<file path="src/verilog/blackjack_consts.svh">
`ifndef BLACKJACK_CONSTS_SVH
`define BLACKJACK_CONSTS_SVH

// ----------------------------------------------------------------------
// widths
// ----------------------------------------------------------------------
`define BJ_CARD_W 4
`define BJ_SCORE_W 6
`define BJ_COIN_W 8
`define BJ_BET_W 4

// ----------------------------------------------------------------------
// game rules
// ----------------------------------------------------------------------
`define BJ_TARGET 21
`define BJ_DEALER_STAND 17
// extra worth of one ace counted high
`define BJ_ACE_BONUS 10
`define BJ_INITIAL_COINS 100
`define BJ_MAX_COINS 255

// card source
`define BJ_LFSR_W 16
`define BJ_LFSR_SEED 16'hACE1

`endif

</file>
<file path="src/verilog/blackjack_pkg.sv">
`include "blackjack_consts.svh"

package blackjack_pkg;

    // card value 1 to 10, ace is 1, face cards are 10
    typedef logic [`BJ_CARD_W-1:0] card_t;

    typedef logic [`BJ_SCORE_W-1:0] score_t;

    typedef logic [`BJ_COIN_W-1:0] coin_t;

    typedef logic [`BJ_BET_W-1:0] bet_t;

    typedef enum logic [1:0] {
        OUTCOME_LOSE,
        OUTCOME_DRAW,
        OUTCOME_WIN,
        OUTCOME_BLACKJACK
    } outcome_t;

    // round sequencer states
    typedef enum logic [2:0] {
        ST_BET,
        ST_DEAL,
        ST_PLAYER,
        ST_DEALER,
        ST_RESULT
    } game_state_t;

endpackage

</file>
<file path="src/verilog/card_source.sv">
`timescale 1ns/1ps

`include "blackjack_consts.svh"

module card_source (
    input  logic                  clk,
    input  logic                  reset,
    input  logic                  draw,
    output blackjack_pkg::card_t  card
);

    // x^16 + x^14 + x^13 + x^11 + 1, right-shifting galois form
    localparam logic [`BJ_LFSR_W-1:0] tap_mask = 16'hB400;

    logic [`BJ_LFSR_W-1:0] lfsr;
    logic [`BJ_LFSR_W-1:0] lfsr_next;
    logic [3:0]            nibble;
    logic [3:0]            rank;

    // ----------------------------------------------------------------------
    // lfsr
    // ----------------------------------------------------------------------
    always_comb begin
        lfsr_next = {1'b0, lfsr[`BJ_LFSR_W-1:1]};
        if (lfsr[0]) begin
            lfsr_next = lfsr_next ^ tap_mask;
        end
    end

    // one step per consumed card
    always_ff @(posedge clk or posedge reset) begin
        if (reset) begin
            lfsr <= `BJ_LFSR_SEED;
        end else if (draw) begin
            lfsr <= lfsr_next;
        end
    end

    // ----------------------------------------------------------------------
    // rank mapping
    // ----------------------------------------------------------------------
    always_comb begin
        nibble = lfsr[3:0];
        // 13..15 wrap back onto ace..3
        if (nibble >= 4'd13) begin
            rank = nibble - 4'd13;
        end else begin
            rank = nibble;
        end
        rank = rank + 4'd1;
    end

    // jack, queen and king all count as ten
    always_comb begin
        if (rank > 4'd10) begin
            card = 4'd10;
        end else begin
            card = rank;
        end
    end

endmodule

</file>
<file path="src/verilog/hand_scorer.sv">
`timescale 1ns/1ps

`include "blackjack_consts.svh"

module hand_scorer (
    input  logic                   clk,
    input  logic                   reset,
    input  logic                   clear,
    input  logic                   take,
    input  blackjack_pkg::card_t   card,
    output blackjack_pkg::score_t  score,
    output logic [1:0]             card_count
);

    blackjack_pkg::score_t raw_sum;
    blackjack_pkg::score_t soft_sum;
    logic                  ace_seen;
    logic                  card_is_ace;

    assign card_is_ace = (card == blackjack_pkg::card_t'(1));

    // ----------------------------------------------------------------------
    // hand accumulation
    // ----------------------------------------------------------------------
    always_ff @(posedge clk or posedge reset) begin
        if (reset) begin
            raw_sum  <= '0;
            ace_seen <= 1'b0;
        end else if (clear) begin
            raw_sum  <= '0;
            ace_seen <= 1'b0;
        end else if (take) begin
            raw_sum  <= raw_sum + blackjack_pkg::score_t'(card);
            ace_seen <= ace_seen | card_is_ace;
        end
    end

    // count stops at 3, only "exactly two" matters
    always_ff @(posedge clk or posedge reset) begin
        if (reset) begin
            card_count <= 2'd0;
        end else if (clear) begin
            card_count <= 2'd0;
        end else if (take && card_count != 2'd3) begin
            card_count <= card_count + 2'd1;
        end
    end

    // ----------------------------------------------------------------------
    // soft ace
    // ----------------------------------------------------------------------
    // at most one ace can ever count high
    assign soft_sum = raw_sum + `BJ_SCORE_W'(`BJ_ACE_BONUS);

    always_comb begin
        if (ace_seen && soft_sum <= `BJ_SCORE_W'(`BJ_TARGET)) begin
            score = soft_sum;
        end else begin
            score = raw_sum;
        end
    end

endmodule

</file>
<file path="src/verilog/coin_bank.sv">
`timescale 1ns/1ps

`include "blackjack_consts.svh"

module coin_bank (
    input  logic                     clk,
    input  logic                     reset,
    input  blackjack_pkg::bet_t      bet,
    input  logic                     round_start,
    input  logic                     result_valid,
    input  blackjack_pkg::outcome_t  outcome,
    output logic                     can_bet,
    output blackjack_pkg::coin_t     coins
);

    // one spare bit to catch the carry above the saturation limit
    localparam int sum_w = `BJ_COIN_W + 1;

    blackjack_pkg::bet_t  bet_q;
    logic [sum_w-1:0]     wide_bet;
    logic [sum_w-1:0]     payout;
    logic [sum_w-1:0]     sum;
    blackjack_pkg::coin_t settled;

    assign can_bet = (bet != '0) && (`BJ_COIN_W'(bet) <= coins);

    always_ff @(posedge clk or posedge reset) begin
        if (reset) begin
            bet_q <= '0;
        end else if (round_start) begin
            bet_q <= bet;
        end
    end

    // ----------------------------------------------------------------------
    // payout
    // ----------------------------------------------------------------------
    assign wide_bet = sum_w'(bet_q);

    always_comb begin
        case (outcome)
            blackjack_pkg::OUTCOME_BLACKJACK: payout = wide_bet + (wide_bet << 1);
            blackjack_pkg::OUTCOME_WIN:       payout = wide_bet << 1;
            blackjack_pkg::OUTCOME_DRAW:      payout = wide_bet;
            default:                          payout = '0;
        endcase
    end

    assign sum = {1'b0, coins} + payout;

    always_comb begin
        if (sum > sum_w'(`BJ_MAX_COINS)) begin
            settled = `BJ_COIN_W'(`BJ_MAX_COINS);
        end else begin
            settled = sum[`BJ_COIN_W-1:0];
        end
    end

    // bet leaves the balance at round start and returns at settlement
    always_ff @(posedge clk or posedge reset) begin
        if (reset) begin
            coins <= `BJ_COIN_W'(`BJ_INITIAL_COINS);
        end else if (round_start) begin
            coins <= coins - `BJ_COIN_W'(bet);
        end else if (result_valid) begin
            coins <= settled;
        end
    end

endmodule

</file>
<file path="src/verilog/game_fsm.sv">
`timescale 1ns/1ps

`include "blackjack_consts.svh"

module game_fsm (
    input  logic                     clk,
    input  logic                     reset,
    input  logic                     next,
    input  logic                     hit,
    input  logic                     stand,
    input  logic                     can_bet,
    input  blackjack_pkg::score_t    player_score,
    input  blackjack_pkg::score_t    dealer_score,
    input  logic [1:0]               player_count,
    input  logic [1:0]               dealer_count,
    output logic                     draw,
    output logic                     player_take,
    output logic                     dealer_take,
    output logic                     clear,
    output logic                     round_start,
    output logic                     result_valid,
    output blackjack_pkg::outcome_t  outcome
);

    blackjack_pkg::game_state_t state;
    logic [1:0]                 deal_cnt;
    // card strobe pending in the current turn
    logic                       take_q;
    // player score check pending one cycle after a take
    logic                       settle_q;

    logic accept;
    logic player_bust;
    logic player_21;
    logic dealer_bust;
    logic dealer_21;
    logic dealer_low;
    logic player_natural;
    logic dealer_natural;

    // ----------------------------------------------------------------------
    // score decode
    // ----------------------------------------------------------------------
    assign player_bust    = player_score > `BJ_SCORE_W'(`BJ_TARGET);
    assign player_21      = player_score == `BJ_SCORE_W'(`BJ_TARGET);
    assign dealer_bust    = dealer_score > `BJ_SCORE_W'(`BJ_TARGET);
    assign dealer_21      = dealer_score == `BJ_SCORE_W'(`BJ_TARGET);
    assign dealer_low     = dealer_score < `BJ_SCORE_W'(`BJ_DEALER_STAND);
    assign player_natural = player_21 && (player_count == 2'd2);
    assign dealer_natural = dealer_21 && (dealer_count == 2'd2);

    // ----------------------------------------------------------------------
    // strobes
    // ----------------------------------------------------------------------
    assign accept      = (state == blackjack_pkg::ST_BET) && next && can_bet;
    assign clear       = accept;
    assign round_start = accept;

    // deal order is player, dealer, player, dealer
    assign player_take = ((state == blackjack_pkg::ST_DEAL) && !deal_cnt[0])
                       || ((state == blackjack_pkg::ST_PLAYER) && take_q);
    assign dealer_take = ((state == blackjack_pkg::ST_DEAL) && deal_cnt[0])
                       || ((state == blackjack_pkg::ST_DEALER) && take_q);
    assign draw        = player_take || dealer_take;

    assign result_valid = (state == blackjack_pkg::ST_RESULT);

    // ----------------------------------------------------------------------
    // sequencer
    // ----------------------------------------------------------------------
    always_ff @(posedge clk or posedge reset) begin
        if (reset) begin
            state    <= blackjack_pkg::ST_BET;
            deal_cnt <= 2'd0;
            take_q   <= 1'b0;
            settle_q <= 1'b0;
        end else begin
            case (state)
                blackjack_pkg::ST_BET: begin
                    if (accept) begin
                        state    <= blackjack_pkg::ST_DEAL;
                        deal_cnt <= 2'd0;
                    end
                end
                blackjack_pkg::ST_DEAL: begin
                    deal_cnt <= deal_cnt + 2'd1;
                    if (deal_cnt == 2'd3) begin
                        state    <= blackjack_pkg::ST_PLAYER;
                        settle_q <= 1'b1;
                    end
                end
                blackjack_pkg::ST_PLAYER: begin
                    if (take_q) begin
                        take_q   <= 1'b0;
                        settle_q <= 1'b1;
                    end else if (settle_q) begin
                        settle_q <= 1'b0;
                        // a natural on either side only shows right after the deal
                        if (player_natural || dealer_natural || player_bust) begin
                            state <= blackjack_pkg::ST_RESULT;
                        end else if (player_21) begin
                            state <= blackjack_pkg::ST_DEALER;
                        end
                    end else if (stand) begin
                        state <= blackjack_pkg::ST_DEALER;
                    end else if (hit) begin
                        take_q <= 1'b1;
                    end
                end
                blackjack_pkg::ST_DEALER: begin
                    // with take_q low the dealer score has settled
                    if (take_q) begin
                        take_q <= 1'b0;
                    end else if (dealer_low) begin
                        take_q <= 1'b1;
                    end else begin
                        state <= blackjack_pkg::ST_RESULT;
                    end
                end
                default: begin
                    state <= blackjack_pkg::ST_BET;
                end
            endcase
        end
    end

    // ----------------------------------------------------------------------
    // outcome is meaningful while result_valid is high
    // ----------------------------------------------------------------------
    always_comb begin
        if (player_bust) begin
            outcome = blackjack_pkg::OUTCOME_LOSE;
        end else if (player_natural && !dealer_natural) begin
            outcome = blackjack_pkg::OUTCOME_BLACKJACK;
        end else if (dealer_bust || player_score > dealer_score) begin
            outcome = blackjack_pkg::OUTCOME_WIN;
        end else if (player_score == dealer_score) begin
            outcome = blackjack_pkg::OUTCOME_DRAW;
        end else begin
            outcome = blackjack_pkg::OUTCOME_LOSE;
        end
    end

endmodule

</file>
<file path="src/verilog/blackjack.sv">
`timescale 1ns/1ps

module blackjack (
    input  logic                     clk,
    input  logic                     reset,
    input  logic                     next,
    input  logic                     hit,
    input  logic                     stand,
    input  blackjack_pkg::bet_t      bet,
    output blackjack_pkg::card_t     player_card,
    output blackjack_pkg::card_t     dealer_card,
    output logic                     player_card_valid,
    output logic                     dealer_card_valid,
    output blackjack_pkg::score_t    player_score,
    output blackjack_pkg::score_t    dealer_score,
    output blackjack_pkg::coin_t     coins,
    output blackjack_pkg::outcome_t  outcome,
    output logic                     result_valid
);

    blackjack_pkg::card_t card;
    logic                 draw;
    logic                 player_take;
    logic                 dealer_take;
    logic                 clear;
    logic                 round_start;
    logic                 can_bet;
    logic [1:0]           player_count;
    logic [1:0]           dealer_count;

    card_source u_card_source (
        .clk   (clk),
        .reset (reset),
        .draw  (draw),
        .card  (card)
    );

    hand_scorer u_player_hand (
        .clk        (clk),
        .reset      (reset),
        .clear      (clear),
        .take       (player_take),
        .card       (card),
        .score      (player_score),
        .card_count (player_count)
    );

    hand_scorer u_dealer_hand (
        .clk        (clk),
        .reset      (reset),
        .clear      (clear),
        .take       (dealer_take),
        .card       (card),
        .score      (dealer_score),
        .card_count (dealer_count)
    );

    coin_bank u_coin_bank (
        .clk          (clk),
        .reset        (reset),
        .bet          (bet),
        .round_start  (round_start),
        .result_valid (result_valid),
        .outcome      (outcome),
        .can_bet      (can_bet),
        .coins        (coins)
    );

    game_fsm u_game_fsm (
        .clk          (clk),
        .reset        (reset),
        .next         (next),
        .hit          (hit),
        .stand        (stand),
        .can_bet      (can_bet),
        .player_score (player_score),
        .dealer_score (dealer_score),
        .player_count (player_count),
        .dealer_count (dealer_count),
        .draw         (draw),
        .player_take  (player_take),
        .dealer_take  (dealer_take),
        .clear        (clear),
        .round_start  (round_start),
        .result_valid (result_valid),
        .outcome      (outcome)
    );

    // ----------------------------------------------------------------------
    // card output stage lines up with the scorer update
    // ----------------------------------------------------------------------
    always_ff @(posedge clk or posedge reset) begin
        if (reset) begin
            player_card_valid <= 1'b0;
            dealer_card_valid <= 1'b0;
        end else begin
            player_card_valid <= player_take;
            dealer_card_valid <= dealer_take;
        end
    end

    always_ff @(posedge clk or posedge reset) begin
        if (reset) begin
            player_card <= '0;
            dealer_card <= '0;
        end else begin
            if (player_take) begin
                player_card <= card;
            end
            if (dealer_take) begin
                dealer_card <= card;
            end
        end
    end

endmodule

</file>
<file path="config.mk">
export PLATFORM = sky130hd
export DESIGN_NAME = blackjack
export DESIGN_NICKNAME = d
export VERILOG_FILES = /design/src/verilog/blackjack_pkg.sv /design/src/verilog/card_source.sv /design/src/verilog/hand_scorer.sv /design/src/verilog/coin_bank.sv /design/src/verilog/game_fsm.sv /design/src/verilog/blackjack.sv
export VERILOG_INCLUDE_DIRS = /design/src /design/src/verilog
export SDC_FILE = /design/constraint.sdc
export NUM_CORES = 1
export LEC_CHECK = 0
export ABC_AREA = 1
export ABC_CLOCK_PERIOD_IN_PS = 10100
export BUFFER_PORTS_ARGS = -buffer_cell sky130_fd_sc_hd__buf_2
export CAP_MARGIN = 10
export CELL_PAD_IN_SITES_DETAIL_PLACEMENT = 1
export CELL_PAD_IN_SITES_GLOBAL_PLACEMENT = 1
export CORE_MARGIN = 1
export CORE_UTILIZATION = 25
export DETAILED_ROUTE_END_ITERATION = 16
export PLACE_DENSITY_LB_ADDON = 0.1
export SLEW_MARGIN = 10
export SYNTH_ARGS = -nofsm -noshare
export SYNTH_HDL_FRONTEND = slang
export SYNTH_SLANG_ARGS = --single-unit
</file>
<file path="constraint.sdc">
create_clock -name clk -period 10.1 [get_ports clk]
set_input_delay 1.01 -clock clk [delete_from_list [all_inputs] [get_ports clk]]
set_output_delay 1.01 -clock clk [all_outputs]
set_load 0.02 [all_outputs]
</file>
# Word level (Yosys, flattened, before mapping)
# Index checks and enable logic that the tools add are counted.
dict set report totals {
  ff_bits 63
  latch_bits 0
  ramBits 0
  rom_bits 0
  in_bits 9
  output_inout_bits 33
  memories 0
}
dict set report op_classes {
  add_sub_neg 12
  n_mul 0
  div 0
  n_lt_le_gt_ge 10
  eq_ne 23
  n_shift 0
  mux 47
  bitwise 3
  n_reduce_logical 35
}
# cell count
set op_table {}
lappend op_table {{$mux W6} 6}
lappend op_table {{$mux W3} 9}
lappend op_table {{$pmux W9 S3} 1}
lappend op_table {{$mux W8} 3}
lappend op_table {{$mux W16} 1}
lappend op_table {{$mux W2} 8}
lappend op_table {{$reduce_bool A2 Y1} 8}
lappend op_table {{$logic_and A1 B1 Y1} 14}
lappend op_table {{$ne A2 B2 Y1 const B} 7}
lappend op_table {{$mux W1} 13}
lappend op_table {{$add A6 B4 Y6} 2}
lappend op_table {{$add A6 B4 Y6 const B} 2}
lappend op_table {{$eq A6 B5 Y1 const B} 2}
lappend op_table {{$gt A6 B5 Y1 const B} 2}
lappend op_table {{$le A6 B5 Y1 const B} 2}
lappend op_table {{$pmux W3 S4} 1}
lappend op_table {{$eq A2 B2 Y1 const B} 5}
lappend op_table {{$add A8 B9 Y9} 1}
lappend op_table {{$gt A9 B8 Y1 const B} 1}
lappend op_table {{$le A4 B8 Y1} 1}
lappend op_table {{$mux W4} 2}
lappend op_table {{$sub A8 B4 Y8} 1}
lappend op_table {{$reduce_and A7 Y1} 1}
lappend op_table {{$add A2 B1 Y2 const B} 3}
lappend op_table {{24 further kinds} 34}

# Longest topological paths before layout
dict set report logic_depth {
  ltp_word 17
  depth_mapped 34
  depth_no_buf 34
}

# Modules after synthesis
# A second synthesis with hierarchy kept.
dict set report unflattened {
  hier_cells 675
  area_unflattened_um2 4916.0
}
# mod instances cells_each area_per_inst_um2 seq_area_each_um2
set by_module_without_submodules {}
lappend by_module_without_submodules {hand_scorer 2 100 749.5 225.2}
lappend by_module_without_submodules {coin_bank 1 206 1358.8 304.0}
lappend by_module_without_submodules {card_source 1 102 869.6 410.4}
lappend by_module_without_submodules {game_fsm 1 130 837.1 175.2}
lappend by_module_without_submodules {blackjack 1 37 351.6 250.2}

# Least setup slack after synthesis
# Ideal clock, no wire load.
dict set report synth_path {
  kind {register -> register}
  startpoint {reg u_dealer_hand.raw_sum[1]}
  endpoint {reg u_coin_bank.coins[4]}
  setup_ns 0.135
  arrival_time_ns 3.957
  required_ns 9.965
  path_slack_ns 6.008
  path_stages_with_launch 31
  n_path_buf 0
  cell_sequence {dfrtp_1 > ha_1 > inv_1 > nand2_2 > a21oi_1 > nor2_4 > a21oi_2 > inv_1 > ha_1 > nand2_1 > inv_1 > nand3_1 > inv_1 > nand3_1 > inv_1 > a41oi_1 > nand3b_1 > nor2_4 > nand4_1 > nand3_1 > fa_1 > nand3_1 > nand2_1 > a21oi_1 > o21ai_0 > nand2_1 > nor2_1 > nor2_1 > nand2_1 > o311ai_0 > o21ai_1}
}
dict set report synth_between {
  elab_chain_cells 17
}
# element line_no
set synth_rtl {}
lappend synth_rtl {{from (decl)} hand_scorer.sv:15} ;# blackjack_pkg::score_t raw_sum;
lappend synth_rtl {{from (signal assigned)} hand_scorer.sv:33} ;# raw_sum <= raw_sum + blackjack_pkg::score_t'(card);
lappend synth_rtl {{$add A6 B4 Y6 (*)} hand_scorer.sv:53} ;# assign soft_sum = raw_sum + `BJ_SCORE_W'(`BJ_ACE_BONUS);
lappend synth_rtl {{$le A6 B5 Y1} hand_scorer.sv:56} ;# if (ace_seen && soft_sum <= `BJ_SCORE_W'(`BJ_TARGET)) begin
lappend synth_rtl {{$logic_and A1 B1 Y1} hand_scorer.sv:56}
lappend synth_rtl {{$mux W6 (*)} hand_scorer.sv:56}
lappend synth_rtl {{via dealer_score[5]} blackjack.sv:15} ;# output blackjack_pkg::score_t dealer_score,
lappend synth_rtl {{parallel branches: the longest is 4 deep, another holds $gt A6 B5 Y1} --}
lappend synth_rtl {{$mux W2 (*)} game_fsm.sv:133} ;# end else if (player_natural && !dealer_natural) begin
lappend synth_rtl {{$mux W2 (*)} game_fsm.sv:131} ;# if (player_bust) begin
lappend synth_rtl {{$eq A2 B1 Y1 / $eq A2 B2 Y1 (equally long branches)} coin_bank.sv:41} ;# case (outcome)
lappend synth_rtl {{$pmux W9 S3 (*)} coin_bank.sv:41}
lappend synth_rtl {{$add A8 B9 Y9 (*)} coin_bank.sv:49} ;# assign sum = {1'b0, coins} + payout;
lappend synth_rtl {{$gt A9 B8 Y1} coin_bank.sv:52} ;# if (sum > sum_w'(`BJ_MAX_COINS)) begin
lappend synth_rtl {{$mux W8 (*)} coin_bank.sv:52}
lappend synth_rtl {{$mux W8 (*)} coin_bank.sv:65} ;# end else if (result_valid) begin
lappend synth_rtl {{$mux W8 (*)} coin_bank.sv:63} ;# end else if (round_start) begin
lappend synth_rtl {{to (signal assigned)} coin_bank.sv:62} ;# coins <= `BJ_COIN_W'(`BJ_INITIAL_COINS);
lappend synth_rtl {{to (signal assigned)} coin_bank.sv:64} ;# coins <= coins - `BJ_COIN_W'(bet);
lappend synth_rtl {{to (signal assigned)} coin_bank.sv:66} ;# coins <= settled;
lappend synth_rtl {{to (decl)} coin_bank.sv:13} ;# output blackjack_pkg::coin_t coins
# Mark *: on every way through the listed nets, which the timed path passes. The select of a mux whose other input is x is not followed.
# A chain may end at the register's enable or synchronous reset.

# Worst setup path in the final report
dict set report layout_path {
  startpoint {reg u_dealer_hand.raw_sum[2]}
  endpoint {reg u_coin_bank.coins[4]}
}
dict set report layout_between {
  elab_chain_cells 17
}
# element line_no
set layout_rtl {}
lappend layout_rtl {{$add A6 B4 Y6} hand_scorer.sv:53}
lappend layout_rtl {{$le A6 B5 Y1} hand_scorer.sv:56}
lappend layout_rtl {{$logic_and A1 B1 Y1} hand_scorer.sv:56}
lappend layout_rtl {{$mux W6 (*)} hand_scorer.sv:56}
lappend layout_rtl {{parallel branches: the longest is 4 deep, another holds $gt A6 B5 Y1} --}
lappend layout_rtl {{$mux W2 (*)} game_fsm.sv:133}
lappend layout_rtl {{$mux W2 (*)} game_fsm.sv:131}
lappend layout_rtl {{$eq A2 B1 Y1 / $eq A2 B2 Y1 (equally long branches)} coin_bank.sv:41}
lappend layout_rtl {{$pmux W9 S3 (*)} coin_bank.sv:41}
lappend layout_rtl {{$add A8 B9 Y9 (*)} coin_bank.sv:49}
lappend layout_rtl {{$gt A9 B8 Y1} coin_bank.sv:52}
lappend layout_rtl {{$mux W8 (*)} coin_bank.sv:52}
lappend layout_rtl {{$mux W8 (*)} coin_bank.sv:65}
lappend layout_rtl {{$mux W8 (*)} coin_bank.sv:63}
# Mark *: on every way between the ends. The select of a mux whose other input is x is not followed.

==> qor.yml <==
grt_util_all_layers_pct: 14.61
maxSlewHeadroom_pct: 42.83
final_cell_mix: "155 x nand2_1, 82 x inv_1, 52 x nand3_1, 52 x dfrtp_1"
dp_hpwl_um: 10250
grt_pass1_vias: 4445
crit_top_cell: "inv_1"
start_util_pct: 25.83
rows: 49
combPwrFrac_pct: 60.1
cts_buffer_depth: 2
power_density_nw_per_um2: 343.2
slew_viol_final: 0
syn2layout_area_growth_pct: 16.74
crit_fanout: 8
synthArstFlopShare_pct: 100.0
clock_sinks: 63
worstMarginPinSlew_ns: 0.8575
syn-cell-area_um2: 4687
synth_edf_count: 0
slowest_stage: "dfrtp_1"
clock_skew_ns: 0.007656
insertion_delay_ns: 0.34
power.share.switching_pct: 50.50
ys_seq_area_share_pct: 33.93
critPathLaunchType: "flip-flop"
ios: 42
holdWs_ns: 0.4575
wl_um: 13210
final_common_cell: "nand2_1"
seq_area_um2: 1590
min_path_type: "reg -> reg"
core-area_um2: 18150
cts_made_buffers: 9
routed.top_layer: "met4"
cp.arrival_ns: 4.87
drc: 0
dr_wl_met2_um: 6022
fp.dieW_um: 138.9
crit_type: "reg -> reg"
finalSetupViolCount: 0
critPathCaptureType: "flip-flop"
syn_avg_cell_area_um2: 7.440
die_y_um: 138.9
insertedDiodeCount: 0
antenna_found_initial: 0
clk_pin_slew_ns: 0.06
ant_nets: 0
crit_required_ns: 10.36
tritoncts: "built"
cts_root_buffer: "clkbuf_16"
vias: 4233
hold_viol: 0
grt_max_degree: 64
fin_util_pct: 30.15
pwr-share-clk_pct: 18.1
cts-hold-fix-buffers: 0
power_mw: 1.878
wl_per_cell_um: 14.56
nFillCells: 2249
synth-main-ff-cell: "dfrtp_1"
power_switching_mw: 0.9484
cap_violations: 0
seqPwrFrac_pct: 21.9
rsz0062_at_grt: "no"
ys_ff_latch: 63
grt_pass1_wl_um: 22510
cts_max_level: 3
syn_nets: 684
tns_ns: 0
status: "finished, final reports clean"
clock.fmax_ghz: 0.2169
p_int_mw: 0.9296
synthCells: 630
viasPerCell: 4.667
peakVddDrop_uv: 88.43
drt-initial-drc-count: 119
final_net_count: 727
dr_wl_met3_um: 244
synth_cell_types: 42
ys.warnings.count: 0
cts_resized: 0
slowest_delay_ns: 0.46
placedInstanceArea_um2: 5149
min_period_ns: 4.610
multi_input_area_um2: 2691
power_leakage_nw: 2.774
port_buffers: 41
cts_setup_buffers: 0
finalInstanceArea_um2: 5472
post-route-period-util_pct: 45.65
overflow: 0
drive_gt1_share_pct: 17.99
drtPass1Iterations: 6
gp_congestion: 0.8085
dieArea_um2: 19300
wirelength_met1_um: 6788
==> state kept, by name, summed over array words and instances, names as in the netlist <==
signal,cells
u_player_hand.card_count,2
u_coin_bank.coins,8
player_card_valid,1
u_player_hand.raw_sum,6
u_card_source.lfsr,16
u_game_fsm.state,3
u_game_fsm.take_q,1
u_dealer_hand.card_count,2
u_player_hand.ace_seen,1
u_coin_bank.bet_q,4
u_game_fsm.deal_cnt,2
dealer_card,4
u_dealer_hand.raw_sum,6
dealer_card_valid,1
player_card,4
u_game_fsm.settle_q,1
u_dealer_hand.ace_seen,1
==> logic make-up (layout without fill, tap and decap cells) <==
kind of cell / count (synthesis) / count (layout) / share of synthesized area [%]
flops: 63 / 63 / 33.93
xor+xnor: 12 / 12 / 2.403
fa+ha+maj: 45 / 45 / 12.81
buf+inv: 105 / 153 / 8.649
compound gates: 104 / 104 / 12.33
simple gates: 301 / 301 / 29.87
==> per-layer routing <==
layer,vias to the layer above,GRT usage [%]
li1,2141,-
met4,0,5.497
met3,9,2.003
met1,2051,20.12
met5,-,0
met2,32,23.21
==> synth_stat cells, types with 6 or more instances <==
library cell	count	share of area (%)
nand2_1	155	12
inv_1	83	6.6
dfrtp_1	52	28
nand3_1	52	5.6
o21ai_0	41	4.4
ha_1	40	11
nor2_1	38	3.0
a21oi_1	34	3.6
nand2_2	12	1.6
dfstp_2	11	6.2
inv_2	9	0.72
clkbuf_1	8	0.64
nand4_1	8	1.1
o21ai_1	8	0.85
xnor2_1	8	1.5
nor2_2	7	0.93
nor2_4	6	1.4
==> critical path, delay by kind of cell, from the launching register on <==
| family | cells | cell delay, ns |
|---|---|---|
| flip-flops | 1 | 0.46 |
| buffers and inverters | 5 | 0.43 |
| AO/OA/AOI/OAI | 7 | 1.09 |
| adder cells (fa/ha/maj) | 3 | 0.78 |
| AND/OR/NAND/NOR | 15 | 1.74 |
==> final timing paths <==
path | slack [ns] | start | end | depth (start not counted)
setup reg to reg | 5.49 | u_dealer_hand.raw_sum[2] | u_coin_bank.coins[4] | 30
hold / removal | 0.46 | u_card_source.lfsr[7] | u_card_source.lfsr[6] | 2
min in group asynchronous | 0.93 | reset | u_card_source.lfsr[9] | 3
hold reg to reg | 0.46 | u_card_source.lfsr[7] | u_card_source.lfsr[6] | 2
max in group asynchronous | 8.62 | reset | dealer_card_valid | 3
setup / recovery | 5.49 | u_dealer_hand.raw_sum[2] | u_coin_bank.coins[4] | 30
==> stage by stage <==
stage          instances  setup WS (ns)
6_report             907          5.490
5_1_grt              907          4.999
4_1_cts              907          5.504
3_5_place_dp         891          5.553
3_3_place_gp         891          5.756
2_1_floorplan        630          6.008
==> area by class of cell <==
type / count / area share (%)
Multi-Input combinational cell: 462 / 49.19
Sequential cell: 63 / 29.06
Inverter: 92 / 6.311
Tap cell: 229 / 5.237
Timing Repair Buffer: 45 / 4.299
Clock buffer: 9 / 4.116
Clock inverter: 7 / 1.784
==> power by group through the flow <==
stage          Combinational (mW)  Sequential (mW)  Clock (mW)
3_3_place_gp                 1.12            0.416           0
3_5_place_dp                 1.14            0.419           0
2_1_floorplan               0.826            0.415           0
5_1_grt                      1.29            0.424       0.362
6_report                     1.13            0.411       0.340
4_1_cts                      1.15            0.414       0.351
(Power assumes the default switching activity.)
